### config.mk
export PLATFORM = sky130hd
export DESIGN_NAME = uart_rx_top
export DESIGN_NICKNAME = d
export VERILOG_FILES = /design/src/uart_rx_pkg.sv /design/src/rx_frame_fsm.sv /design/src/rx_shift_datapath.sv /design/src/rx_sync_fifo.sv /design/src/uart_rx_top.sv
export SDC_FILE = /design/constraint.sdc
export NUM_CORES = 1
export LEC_CHECK = 0
export ABC_AREA = 1
export CORE_MARGIN = 3
export CORE_UTILIZATION = 60
export DETAILED_ROUTE_END_ITERATION = 8
export DONT_BUFFER_PORTS = 1
export GPL_TIMING_DRIVEN = 0
export PLACE_DENSITY = 0.76
export REMOVE_ABC_BUFFERS = 1
export SYNTH_ARGS = -nofsm -noshare
export SYNTH_HDL_FRONTEND = slang
export SYNTH_SLANG_ARGS = --single-unit
### constraint.sdc
create_clock -name clk_i -period 5.4 [get_ports clk_i]
set_clock_uncertainty 0.2 [all_clocks]
set_input_delay 0.54 -clock clk_i [delete_from_list [all_inputs] [get_ports clk_i]]
set_output_delay 0.54 -clock clk_i [all_outputs]
set_load 0.005 [all_outputs]
### src/uart_rx_pkg.sv
// ----------------------------------------
// UART receiver shared definitions
// Timing constants, field widths, config
// encodings and the FIFO entry layout
// ----------------------------------------

`default_nettype none

package uart_rx_pkg;

    // Oversampling: 16 ticks per bit, start bit checked at its middle
    localparam logic [4:0] OVERSAMPLE_TICKS = 5'd16;
    localparam logic [3:0] HALF_BIT_TICKS   = 4'd8;

    // Receive FIFO sizing
    localparam int unsigned RX_FIFO_DEPTH = 16;
    localparam int unsigned RX_FIFO_PTR_W = $clog2(RX_FIFO_DEPTH);

    // Level of the serial line between frames
    localparam logic RX_LINE_IDLE = 1'b1;

    typedef logic [3:0] tick_cnt_t;
    typedef logic [2:0] bit_cnt_t;
    typedef logic [7:0] rx_byte_t;
    typedef logic [$clog2(RX_FIFO_DEPTH + 1) - 1:0] fifo_level_t;
    typedef logic [4:0] threshold_t;

    typedef enum logic [1:0] {DW_5BIT, DW_6BIT, DW_7BIT, DW_8BIT} data_width_e;

    // Both codes with the upper bit set disable parity
    typedef enum logic [1:0] {EVEN, ODD, NO_PARITY, NO_PARITY_ALT} parity_mode_e;

    // Any code other than SB_2BIT means a single stop bit
    typedef enum logic [1:0] {SB_1BIT, SB_2BIT} stop_bits_e;

    typedef enum logic [2:0] {RX_IDLE, RX_START, RX_SAMPLE, RX_PARITY, RX_STOP} rx_state_e;

    typedef struct packed {
        data_width_e  data_width;
        parity_mode_e parity_mode;
        stop_bits_e   stop_bits;
    } rx_cfg_t;

    // One-cycle strobes from the frame FSM to the datapath
    typedef struct packed {
        logic clear;
        logic shift;
        logic take_parity;
        logic take_stop;
    } rx_sample_ctl_t;

    typedef struct packed {
        logic     frame_err;
        logic     parity_bit;
        rx_byte_t data;
    } rx_entry_t;

endpackage : uart_rx_pkg

`default_nettype wire

### src/rx_frame_fsm.sv
// ----------------------------------------
// UART receive frame FSM
// Counts oversample ticks and bits, and
// strobes the datapath at each bit middle
// ----------------------------------------

`timescale 1ns/100ps
`default_nettype none

module rx_frame_fsm
    import uart_rx_pkg::*;
(
    input  wire logic      clk_i,
    input  wire logic      rst_n_i,
    input  wire logic      enable_i,
    input  wire logic      ov_baud_tick_i,
    input  wire logic      rx_i,
    input  wire rx_cfg_t   cfg_i,
    output rx_sample_ctl_t sample_ctl_o,
    output logic           frame_done_o,
    output logic           idle_o
);

    // Tick count at which the middle of a bit is reached
    localparam tick_cnt_t HALF_LAST = tick_cnt_t'(HALF_BIT_TICKS - 4'd1);
    localparam tick_cnt_t BIT_LAST  = tick_cnt_t'(OVERSAMPLE_TICKS - 5'd1);

    rx_state_e state_q, state_d;
    tick_cnt_t tick_q, tick_d;
    bit_cnt_t  bit_q, bit_d;
    logic      stop_q, stop_d;
    logic      done_q, done_d;
    bit_cnt_t  last_bit;
    logic      no_parity;

    // Index of the final data bit: 4 for five bits up to 7 for eight
    assign last_bit  = bit_cnt_t'(3'd4) + bit_cnt_t'(cfg_i.data_width);
    assign no_parity = cfg_i.parity_mode inside {NO_PARITY, NO_PARITY_ALT};

    // ----------------------------------------
    // Next state and sampling strobes
    // ----------------------------------------

    always_comb begin
        state_d      = state_q;
        tick_d       = tick_q;
        bit_d        = bit_q;
        stop_d       = stop_q;
        done_d       = 1'b0;
        sample_ctl_o = '0;

        case (state_q)
            RX_IDLE: begin
                // A low line while enabled is taken as the start edge
                if ((rx_i != RX_LINE_IDLE) && enable_i) begin
                    sample_ctl_o.clear = 1'b1;
                    tick_d             = '0;
                    state_d            = RX_START;
                end
            end

            RX_START: begin
                if (ov_baud_tick_i) begin
                    if (tick_q == HALF_LAST) begin
                        // Middle of the start bit, data bits follow
                        tick_d  = '0;
                        bit_d   = '0;
                        state_d = RX_SAMPLE;
                    end else begin
                        tick_d = tick_q + 1'b1;
                    end
                end
            end

            RX_SAMPLE: begin
                if (ov_baud_tick_i) begin
                    // The 4-bit counter wraps to zero on the sample tick
                    tick_d = tick_q + 1'b1;
                    if (tick_q == BIT_LAST) begin
                        sample_ctl_o.shift = 1'b1;
                        bit_d              = bit_q + 1'b1;
                        if (bit_q == last_bit) begin
                            stop_d  = 1'b0;
                            state_d = no_parity ? RX_STOP : RX_PARITY;
                        end
                    end
                end
            end

            RX_PARITY: begin
                if (ov_baud_tick_i) begin
                    tick_d = tick_q + 1'b1;
                    if (tick_q == BIT_LAST) begin
                        sample_ctl_o.take_parity = 1'b1;
                        stop_d                   = 1'b0;
                        state_d                  = RX_STOP;
                    end
                end
            end

            RX_STOP: begin
                if (ov_baud_tick_i) begin
                    tick_d = tick_q + 1'b1;
                    if (tick_q == BIT_LAST) begin
                        sample_ctl_o.take_stop = 1'b1;
                        if ((cfg_i.stop_bits == SB_2BIT) && !stop_q) begin
                            stop_d = 1'b1;
                        end else begin
                            // Final stop sample, the frame completes next cycle
                            done_d  = 1'b1;
                            state_d = RX_IDLE;
                        end
                    end
                end
            end

            default: begin
                state_d = RX_IDLE;
            end
        endcase
    end

    // ----------------------------------------
    // State registers
    // ----------------------------------------

    always_ff @(posedge clk_i or negedge rst_n_i) begin
        if (!rst_n_i) begin
            state_q <= RX_IDLE;
            tick_q  <= '0;
            bit_q   <= '0;
            stop_q  <= 1'b0;
            done_q  <= 1'b0;
        end else begin
            state_q <= state_d;
            tick_q  <= tick_d;
            bit_q   <= bit_d;
            stop_q  <= stop_d;
            done_q  <= done_d;
        end
    end

    assign frame_done_o = done_q;
    assign idle_o       = (state_q == RX_IDLE);

    // The datapath acts on a single strobe per cycle
    a_one_strobe : assert property (@(posedge clk_i) disable iff (!rst_n_i)
        $onehot0(sample_ctl_o));

endmodule : rx_frame_fsm

`default_nettype wire

### src/rx_shift_datapath.sv
// ----------------------------------------
// UART receive datapath
// Shifts in data bits, captures parity and
// stop bits and builds the FIFO entry
// ----------------------------------------

`timescale 1ns/100ps
`default_nettype none

module rx_shift_datapath
    import uart_rx_pkg::*;
(
    input  wire logic           clk_i,
    input  wire logic           rst_n_i,
    input  wire logic           rx_i,
    input  wire rx_cfg_t        cfg_i,
    input  wire rx_sample_ctl_t sample_ctl_i,
    output rx_entry_t           entry_o
);

    rx_byte_t shift_q;
    logic     parity_q;
    logic     stop_ok_q;

    // ----------------------------------------
    // Capture registers
    // ----------------------------------------

    // LSB arrives first, so each bit enters at the top and moves down
    always_ff @(posedge clk_i) begin
        if (sample_ctl_i.clear) begin
            shift_q  <= '0;
            parity_q <= 1'b0;
        end else begin
            if (sample_ctl_i.shift) begin
                shift_q <= {rx_i, shift_q[7:1]};
            end
            if (sample_ctl_i.take_parity) begin
                parity_q <= rx_i;
            end
        end
    end

    // A single low stop sample marks the whole frame as bad
    always_ff @(posedge clk_i or negedge rst_n_i) begin
        if (!rst_n_i) begin
            stop_ok_q <= 1'b1;
        end else if (sample_ctl_i.clear) begin
            stop_ok_q <= 1'b1;
        end else if (sample_ctl_i.take_stop) begin
            stop_ok_q <= stop_ok_q & rx_i;
        end
    end

    // ----------------------------------------
    // Entry formatting
    // ----------------------------------------

    always_comb begin
        // Narrow frames leave their bits at the top of the register
        case (cfg_i.data_width)
            DW_5BIT: entry_o.data = {3'b000, shift_q[7:3]};
            DW_6BIT: entry_o.data = {2'b00, shift_q[7:2]};
            DW_7BIT: entry_o.data = {1'b0, shift_q[7:1]};
            default: entry_o.data = shift_q;
        endcase

        // Odd parity is reported inverted, no parity reports zero
        case (cfg_i.parity_mode)
            EVEN:    entry_o.parity_bit = parity_q;
            ODD:     entry_o.parity_bit = ~parity_q;
            default: entry_o.parity_bit = 1'b0;
        endcase

        entry_o.frame_err = ~stop_ok_q;
    end

endmodule : rx_shift_datapath

`default_nettype wire

### src/rx_sync_fifo.sv
// ----------------------------------------
// Receive FIFO, first word fall through
// Head entry is visible without a read and
// writes to a full FIFO are dropped
// ----------------------------------------

`timescale 1ns/100ps
`default_nettype none

module rx_sync_fifo
    import uart_rx_pkg::*;
(
    input  wire logic      clk_i,
    input  wire logic      rst_n_i,
    input  wire logic      write_i,
    input  wire rx_entry_t wr_entry_i,
    input  wire logic      read_i,
    output rx_entry_t      rd_entry_o,
    output fifo_level_t    level_o,
    output logic           full_o,
    output logic           empty_o
);

    rx_entry_t mem_q [RX_FIFO_DEPTH];

    logic [RX_FIFO_PTR_W - 1:0] wr_ptr_q;
    logic [RX_FIFO_PTR_W - 1:0] rd_ptr_q;
    fifo_level_t                level_q;
    logic                       do_write;
    logic                       do_read;

    // Qualified operations, the FIFO protects itself from both ends
    assign do_write = write_i & ~full_o;
    assign do_read  = read_i & ~empty_o;

    // ----------------------------------------
    // Storage
    // ----------------------------------------

    always_ff @(posedge clk_i) begin
        if (do_write) begin
            mem_q[wr_ptr_q] <= wr_entry_i;
        end
    end

    // ----------------------------------------
    // Pointers and level
    // ----------------------------------------

    // Depth is a power of two so the pointers wrap on their own
    always_ff @(posedge clk_i or negedge rst_n_i) begin
        if (!rst_n_i) begin
            wr_ptr_q <= '0;
            rd_ptr_q <= '0;
            level_q  <= '0;
        end else begin
            if (do_write) begin
                wr_ptr_q <= wr_ptr_q + 1'b1;
            end
            if (do_read) begin
                rd_ptr_q <= rd_ptr_q + 1'b1;
            end
            case ({do_write, do_read})
                2'b10:   level_q <= level_q + 1'b1;
                2'b01:   level_q <= level_q - 1'b1;
                default: level_q <= level_q;
            endcase
        end
    end

    assign rd_entry_o = mem_q[rd_ptr_q];
    assign level_o    = level_q;
    assign full_o     = (level_q == fifo_level_t'(RX_FIFO_DEPTH));
    assign empty_o    = (level_q == '0);

    // Level stays within the storage even under back to back traffic
    a_level_bound : assert property (@(posedge clk_i) disable iff (!rst_n_i)
        level_q <= fifo_level_t'(RX_FIFO_DEPTH));

endmodule : rx_sync_fifo

`default_nettype wire

### src/uart_rx_top.sv
// ----------------------------------------
// UART receiver top level
// Frame FSM, datapath and FIFO, with the
// data-ready rule and read-side gating
// ----------------------------------------

`timescale 1ns/100ps
`default_nettype none

module uart_rx_top
    import uart_rx_pkg::*;
(
    input  wire logic       clk_i,
    input  wire logic       rst_n_i,
    input  wire logic       enable_i,
    input  wire logic       ov_baud_tick_i,
    input  wire logic       rx_i,
    input  wire logic       rx_fifo_read_i,
    input  wire rx_cfg_t    cfg_i,
    input  wire logic       stream_mode_i,
    input  wire threshold_t threshold_i,
    output rx_byte_t        rx_data_o,
    output logic            parity_bit_o,
    output logic            frame_error_o,
    output logic            rx_data_ready_o,
    output logic            rx_fifo_full_o,
    output logic            rx_fifo_empty_o,
    output logic            rx_idle_o
);

    rx_sample_ctl_t sample_ctl;
    logic           frame_done;
    rx_entry_t      wr_entry;
    rx_entry_t      head_entry;
    fifo_level_t    fifo_level;
    logic           fifo_full;
    logic           full_only;
    logic           rd_valid;

    rx_frame_fsm u_fsm (
        .clk_i          (clk_i),
        .rst_n_i        (rst_n_i),
        .enable_i       (enable_i),
        .ov_baud_tick_i (ov_baud_tick_i),
        .rx_i           (rx_i),
        .cfg_i          (cfg_i),
        .sample_ctl_o   (sample_ctl),
        .frame_done_o   (frame_done),
        .idle_o         (rx_idle_o)
    );

    rx_shift_datapath u_datapath (
        .clk_i        (clk_i),
        .rst_n_i      (rst_n_i),
        .rx_i         (rx_i),
        .cfg_i        (cfg_i),
        .sample_ctl_i (sample_ctl),
        .entry_o      (wr_entry)
    );

    // Each finished frame is offered to the FIFO, which drops it when full
    rx_sync_fifo u_fifo (
        .clk_i      (clk_i),
        .rst_n_i    (rst_n_i),
        .write_i    (frame_done),
        .wr_entry_i (wr_entry),
        .read_i     (rx_fifo_read_i),
        .rd_entry_o (head_entry),
        .level_o    (fifo_level),
        .full_o     (fifo_full),
        .empty_o    (rx_fifo_empty_o)
    );

    // ----------------------------------------
    // Data-ready and full flag
    // ----------------------------------------

    // Stream mode with a zero threshold only reports a full FIFO
    assign full_only = stream_mode_i && (threshold_i == '0);

    always_comb begin
        rx_data_ready_o = 1'b0;
        if (frame_done) begin
            if (!stream_mode_i) begin
                rx_data_ready_o = 1'b1;
            end else if (full_only) begin
                rx_data_ready_o = fifo_full;
            end else begin
                // Level seen before this frame is written
                rx_data_ready_o = (fifo_level >= fifo_level_t'(threshold_i));
            end
        end
    end

    // The data-ready pulse already signals fullness in that mode
    assign rx_fifo_full_o = full_only ? 1'b0 : fifo_full;

    // Head entry is shown only during a read that actually pops
    assign rd_valid      = rx_fifo_read_i & ~rx_fifo_empty_o;
    assign rx_data_o     = rd_valid ? head_entry.data : '0;
    assign parity_bit_o  = rd_valid & head_entry.parity_bit;
    assign frame_error_o = rd_valid & head_entry.frame_err;

    // Data ready comes with the frame end, right after the FSM left the stop bits
    a_ready_at_frame_end : assert property (@(posedge clk_i) disable iff (!rst_n_i)
        rx_data_ready_o |-> frame_done && rx_idle_o && $past(!rx_idle_o));

endmodule : uart_rx_top

`default_nettype wire
* Word level (Yosys, flattened, before mapping)
Memory sizes are Yosys's and may differ from the RTL's.
Index checks and enable logic that the tools add are counted.
** Word-level totals
- Output and inout port bits :: 14
- Memories kept :: 1
- Logic and storage cells :: 134
- Input bits :: 18
- Bits in registers :: 35
- Memory bits (writable) :: 160
** Memory list
- u_fifo.mem_q :: words 16, width 10, read ports 1, clocked after memory_dff 0, write ports 1, line rx_sync_fifo.sv:24 : rx_entry_t mem_q [RX_FIFO_DEPTH];
** Operators by class
- Equal/unequal tests :: 29
- Magnitude comparators :: 1
- Bitwise operators :: 10
- Add/sub/neg operators :: 7
- Reductions and logical operators :: 20
- Muxes and demuxes :: 55
** Operators by type and width (count)
- 3-bit 2-to-1 mux :: 16
- 1-bit 2-to-1 mux :: 27
- 8-bit case mux with 3 select lines :: 1
- 4-bit 2-to-1 mux :: 4
- 2-bit by 1-bit != test with 1-bit output, second input constant :: 8
- 3-bit case mux with 5 select lines :: 1
- 4-bit by 1-bit adder with 4-bit output, second input constant :: 3
- 4-bit case mux with 3 select lines :: 1
- 11-bit AND reduction :: 1
- 5-bit logical NOT :: 2
- 2-bit != test, second input constant :: 5
- 5-bit case mux with 2 select lines :: 1
- 9-bit AND reduction :: 1
- 2-bit by 1-bit equality test with 1-bit output, second input constant :: 4
- 2-bit equality test, second input constant :: 4
- 8-bit 2-to-1 mux :: 1
- 2-bit nonzero test :: 4
- 3-bit by 2-bit equality test with 1-bit output, second input constant :: 2
- 3-bit case mux with 2 select lines :: 1
- 3-bit nonzero test :: 2
- 5-bit by 1-bit adder with 5-bit output, second input constant :: 1
- 1-bit AND :: 5
- 5-bit equality test, second input constant :: 1
- 5-bit >= comparator :: 1
- 18 further kinds :: 25

* Longest topological paths before layout
- Depth in word-level cells :: 7
- Mapped depth :: 17
- Depth with buffers taken out :: 15

* Cells and area by module
From an unflattened synthesis, not the netlist that was laid out.
** Unflattened totals
- Cells, all modules :: 1026
- Area total of the unflattened synthesis :: 9415.3 um^2
** By module, submodules not included
- rx_sync_fifo :: sequential area each 5129.9 um^2, area each 7561.0 um^2, times used 1, cells each 746
- rx_frame_fsm :: sequential area each 300.3 um^2, area each 1013.5 um^2, times used 1, cells each 139
- rx_shift_datapath :: sequential area each 206.4 um^2, area each 563.0 um^2, times used 1, cells each 83
- uart_rx_top :: sequential area each 0.0 um^2, area each 277.8 um^2, times used 1, cells each 58

* Worst setup path after synthesis
OpenSTA, ideal clock, no wires.
- Path type :: reg2reg
- From :: register u_fifo.level_q[1] (netlist: u_fifo.level_o[1])
- To :: register u_fifo.level_q[4] (netlist: u_fifo.level_o[4])
- Buffers on the path :: 2
- Arrival time :: 2081 ps
- Path slack :: 3002 ps
- Stages on the path, launching flop included :: 18
- Required time :: 5083 ps
- Clock period less this slack :: 2398 ps
- Setup time :: 117 ps
- Cell sequence :: dfrtp_1 > nor2_1 > nand4_1 > nand2_1 > inv_1 > buf_2 > ha_1 > clkbuf_2 > xor2_1 > ha_1 > inv_1 > nand2_1 > nand3_1 > nand2_1 > nand2_1 > nand2_1 > nand2_1 > nand2_1
** Between the ends
- Word-level cells in the longest chain between the ends :: 5
- Elaborated cells between the ends (all ways) :: 12
- Those cells by class :: 2 x add/sub; 3 x eq/ne; 1 x mux; 4 x bitwise; 2 x reduce/logical
** RTL lines
- start: declaration :: line rx_sync_fifo.sv:28 : fifo_level_t level_q;
- start signal: assignment :: line rx_sync_fifo.sv:64 : 2'b10: level_q <= level_q + 1'b1;
- start signal: assignment :: line rx_sync_fifo.sv:65 : 2'b01: level_q <= level_q - 1'b1;
- start signal: assignment :: line rx_sync_fifo.sv:66 : default: level_q <= level_q;
- 5-bit equality test / 5-bit logical NOT (equally long branches) :: line rx_sync_fifo.sv:73, rx_sync_fifo.sv:74
- 1-bit NOT, on equally long branches :: line rx_sync_fifo.sv:33, rx_sync_fifo.sv:34
- 1-bit AND, on equally long branches :: line rx_sync_fifo.sv:33, rx_sync_fifo.sv:34
- 2-bit by 1-bit equality test with 1-bit output / 2-bit equality test (equally long branches) :: line rx_sync_fifo.sv:63 : case ({do_write, do_read})
- 5-bit case mux with 2 select lines / 2-bit nonzero test (equally long branches)
Parallel ways exist; a longest one is shown, timed or not.
A chain may end at the register's enable or synchronous reset.

* Worst setup path after layout
- From :: register u_fifo.rd_ptr_q[0]
- To :: output port rx_data_o[6]
** Between the ends
- Word-level cells in the longest chain between the ends :: 2
** RTL lines
- start: declaration :: line rx_sync_fifo.sv:27 : logic [RX_FIFO_PTR_W - 1:0] rd_ptr_q;
- start signal: assignment :: line rx_sync_fifo.sv:61 : rd_ptr_q <= rd_ptr_q + 1'b1;
- memory 16 x 10 bit
- 8-bit 2-to-1 mux :: line uart_rx_top.sv:100 : assign rx_data_o = rd_valid ? head_entry.data : '0;
- end: declaration :: line uart_rx_top.sv:22 : output rx_byte_t rx_data_o,
No other way between the ends.

==> results_dict.tcl <==
set metrics [dict create \
    start_util_pct 62.5 \
    tightest_slew_ps 1380 \
    yosys_warnings 0 \
    worstRegToRegCells 6 \
    die_w_um 130 \
    drt_iter0_drc 565 \
    holdCritStartpoint "rx_i" \
    drc 0 \
    hold_depth 2 \
    htree_levels 4 \
    cts.sinks 195 \
    die_h_um 130 \
    hold_class "in2reg" \
    grt_usage_pct 23.5 \
    p_per_area_mw_per_mm2 459 \
    p_leak_nw 4.34 \
    min_to "u_datapath.parity_q$_SDFFE_PP0P_" \
    area.growth.synth_to_final_pct 7.67 \
    routed_wl_um 19100 \
    synth_area_leaders "edfxtp_1, nand2_1, dfrtp_1" \
    end_kind "output port" \
    grt_max_degree 83 \
    synth_area_leader_cell "edfxtp_1" \
    cts_made_buffers 17 \
    max_freq_mhz 263 \
    first_global_vias 6059 \
    setup_slack_ps 1600 \
    use_met3_pct 3.93 \
    die_area_mm2 0.0169 \
    ant_nets 0 \
    drive_gt1_share_pct 7.27 \
    cts_tree "yes" \
    synth_top_area_share_pct 51.9 \
    grt_pass1_wl_um 30200 \
    globalRouteMet2Util_pct 39.0 \
    cap_violations 0 \
    vias 6324 \
    register_area_mm2 0.00564 \
    finish.utilization_pct 67.3 \
    final_nets 997 \
    drt-pass1-iter-count 5 \
    avgSynthCellArea_um2 9.48 \
    finalHoldViolCount 0 \
    cts.clk_slew.worst_paths_ps 60 \
    antenna_found_initial 0 \
    synthArstFlopShare_pct 13.3 \
    rows 44 \
    synthFlopType "edfxtp_1" \
    antennaDiodeCount 0 \
    io_pins 32 \
    top_usage_layer "met2" \
    coreArea_mm2 0.0148 \
    status "completed" \
    rsz0062_at_grt "no" \
    dp_slack_ps 2120 \
    place.gp.congestion 0.867 \
    r2r-end "u_fifo.mem_q[0][3]$_DFFE_PP_" \
    synth_edf_count 160 \
    met1_usage_pct 31.6 \
    grt_overflow 0 \
    crit_type "reg2out" \
    ir_worst_vdd_v 0.000298 \
    multi_input_area_mm2 0.00287 \
    cts-root-buf "clkbuf_16" \
    syn_area_mm2 0.00925 \
    cts.path.max_buffers 2 \
    final_max_slew_viol_count 0 \
    cp.required_ps 4660 \
    crit_arrival_ps 3060 \
    port_buffers 0 \
    fill_cells 1132 \
    maxSlewHeadroom_pct 8.30 \
    synth_cell_type_count 42 \
    synth_cells 976 \
    synth-seq-cells 195 \
    viasPerCell 5.45 \
    period_needed_ps 3800 \
    clkLatencyLatePin_ps 430 \
    fin_crit_sh_pct 70.4 \
    ff2ff_setup_slack_ps 2650 \
    post_cts_resized 0 \
    cp_max_fo 82 \
    finalSetupViolCount 0 \
    dpl.hpwl_um 11400 \
    wl_per_cell_um 16.4 \
    cp-start-kind "register" \
    seq_area_frac_synth_pct 60.9 \
    timing.rr.start "u_fifo.level_o[1]$_DFFE_PN0P_" \
]
[report_power, final]
group / internal [W] / total (W) / switching, W
Combinational: 0.000504 / 0.00151 / 0.00101
Sequential: 0.00167 / 0.00182 / 0.000149
Clock: 0.000736 / 0.00125 / 0.000514
[what timing repair did]
item                                   4_1_cts  5_1_grt
hold buffers                                 2        0
buffers inserted                             0        0
endpoints found under the hold margin       26        0
[through the flow]
stage          hold WS [ps]  setup TNS, ps  std cells  area, µm²  power (W)
2_1_floorplan          44.4              0        939       9050    0.00292
3_3_place_gp           45.2          -4710       1123       9290    0.00330
3_5_place_dp           45.2              0       1127       9340    0.00334
4_1_cts                51.8              0       1161       9960    0.00458
5_1_grt                57.5              0       1161       9960    0.00489
6_report               61.6              0       1161       9960    0.00458
[cells in the mapped netlist (all sizes together), types with 3 or more instances]
cell    instances
xnor2           3
edfxtp        160
ha             15
clkbuf          8
o211ai         20
buf            29
nand2         263
nand4           4
nor2          115
xor2            9
o21ai          48
o22ai           4
dfxtp           9
nand3          71
dfrtp          25
or2            10
inv           149
nor3            4
a21oi          23
[flip-flops by register name, summed over array words and instances (netlist names)]
register	flops
u_datapath.parity_q	1
u_datapath.shift_q	8
u_datapath.stop_ok_q	1
u_fifo.level_o	5
u_fifo.mem_q	160
u_fifo.rd_ptr_q	4
u_fifo.wr_ptr_q	4
u_fsm.bit_q	3
u_fsm.frame_done_o	1
u_fsm.state_q	3
u_fsm.stop_q	1
u_fsm.tick_q	4
[per-layer routing]
metal	wire, µm	part of all wire [%]	vias up
met3	1240	6.5	37
met2	9330	49	199
met1	8110	43	2955
met5	0	0	-
met4	388	2.0	0
li1	-	-	3133
[worst max-delay path, cell delays in order, from the launching register on]
cell and delay [ps]:
dfrtp_4 610, buf_16 260, inv_2 810, o21ai_0 260
nand2_1 130, nand2_1 70, nand2_1 110, nor2_1 40
nor2_1 240
[cell type report]
type / count / area share, %
sequential: 195 / 56.6
multi-input combinational: 595 / 28.8
inverter: 149 / 5.61
clock buffer: 21 / 4.52
tap: 184 / 2.31
clock inverter: 11 / 1.37
timing repair buffer: 6 / 0.804
[placed cells by master (no fill, tap or decap), types with 2 or more instances in the layout]
cell type	instances
a21oi_1	21
buf_4	3
bufinv_16	3
clkbuf_1	3
clkbuf_16	17
clkinv_2	5
clkinv_4	2
dfrtp_1	24
dfxtp_1	9
edfxtp_1	160
ha_1	15
inv_1	141
inv_2	8
nand2_1	255
nand2_2	4
nand2_4	4
nand3_1	71
nand4_1	4
nor2_1	109
nor2_2	3
nor2_4	2
nor3_1	3
o211ai_1	20
o21ai_0	41
o21ai_1	6
o22ai_1	4
or2_2	9
xnor2_1	3
xor2_1	9
[worst max path at each step]
| stage | from | to | slack, ps | cells after the start |
|---|---|---|---|---|
| 3_3_place_gp | u_fifo.rd_ptr_q[0]$_DFFE_PN0N_ | rx_data_o[5] | -610 | 8 |
| 5_1_grt | u_fifo.rd_ptr_q[0]$_DFFE_PN0N_ | rx_data_o[4] | 1450 | 8 |
| 6_report | u_fifo.rd_ptr_q[0]$_DFFE_PN0N_ | rx_data_o[6] | 1600 | 8 |
| 3_5_place_dp | u_fifo.rd_ptr_q[0]$_DFFE_PN0N_ | rx_data_o[1] | 2120 | 8 |
| 4_1_cts | u_fifo.rd_ptr_q[0]$_DFFE_PN0N_ | rx_data_o[1] | 1680 | 8 |
| 2_1_floorplan | u_fifo.rd_ptr_q[0]$_DFFE_PN0N_ | rx_data_o[5] | 1190 | 8 |
[logic make-up (layout without fill, tap and decap cells)]
group           count (synthesis)  count (layout)  synth area share (%)
simple gates                  469             469                  21.5
flops                         195             195                  60.9
buf+inv                       186             187                  8.18
compound gates                 99              99                  6.27
fa+ha+maj                      15              15                  2.03
xor+xnor                       12              12                  1.14
(Power assumes the default switching activity.)
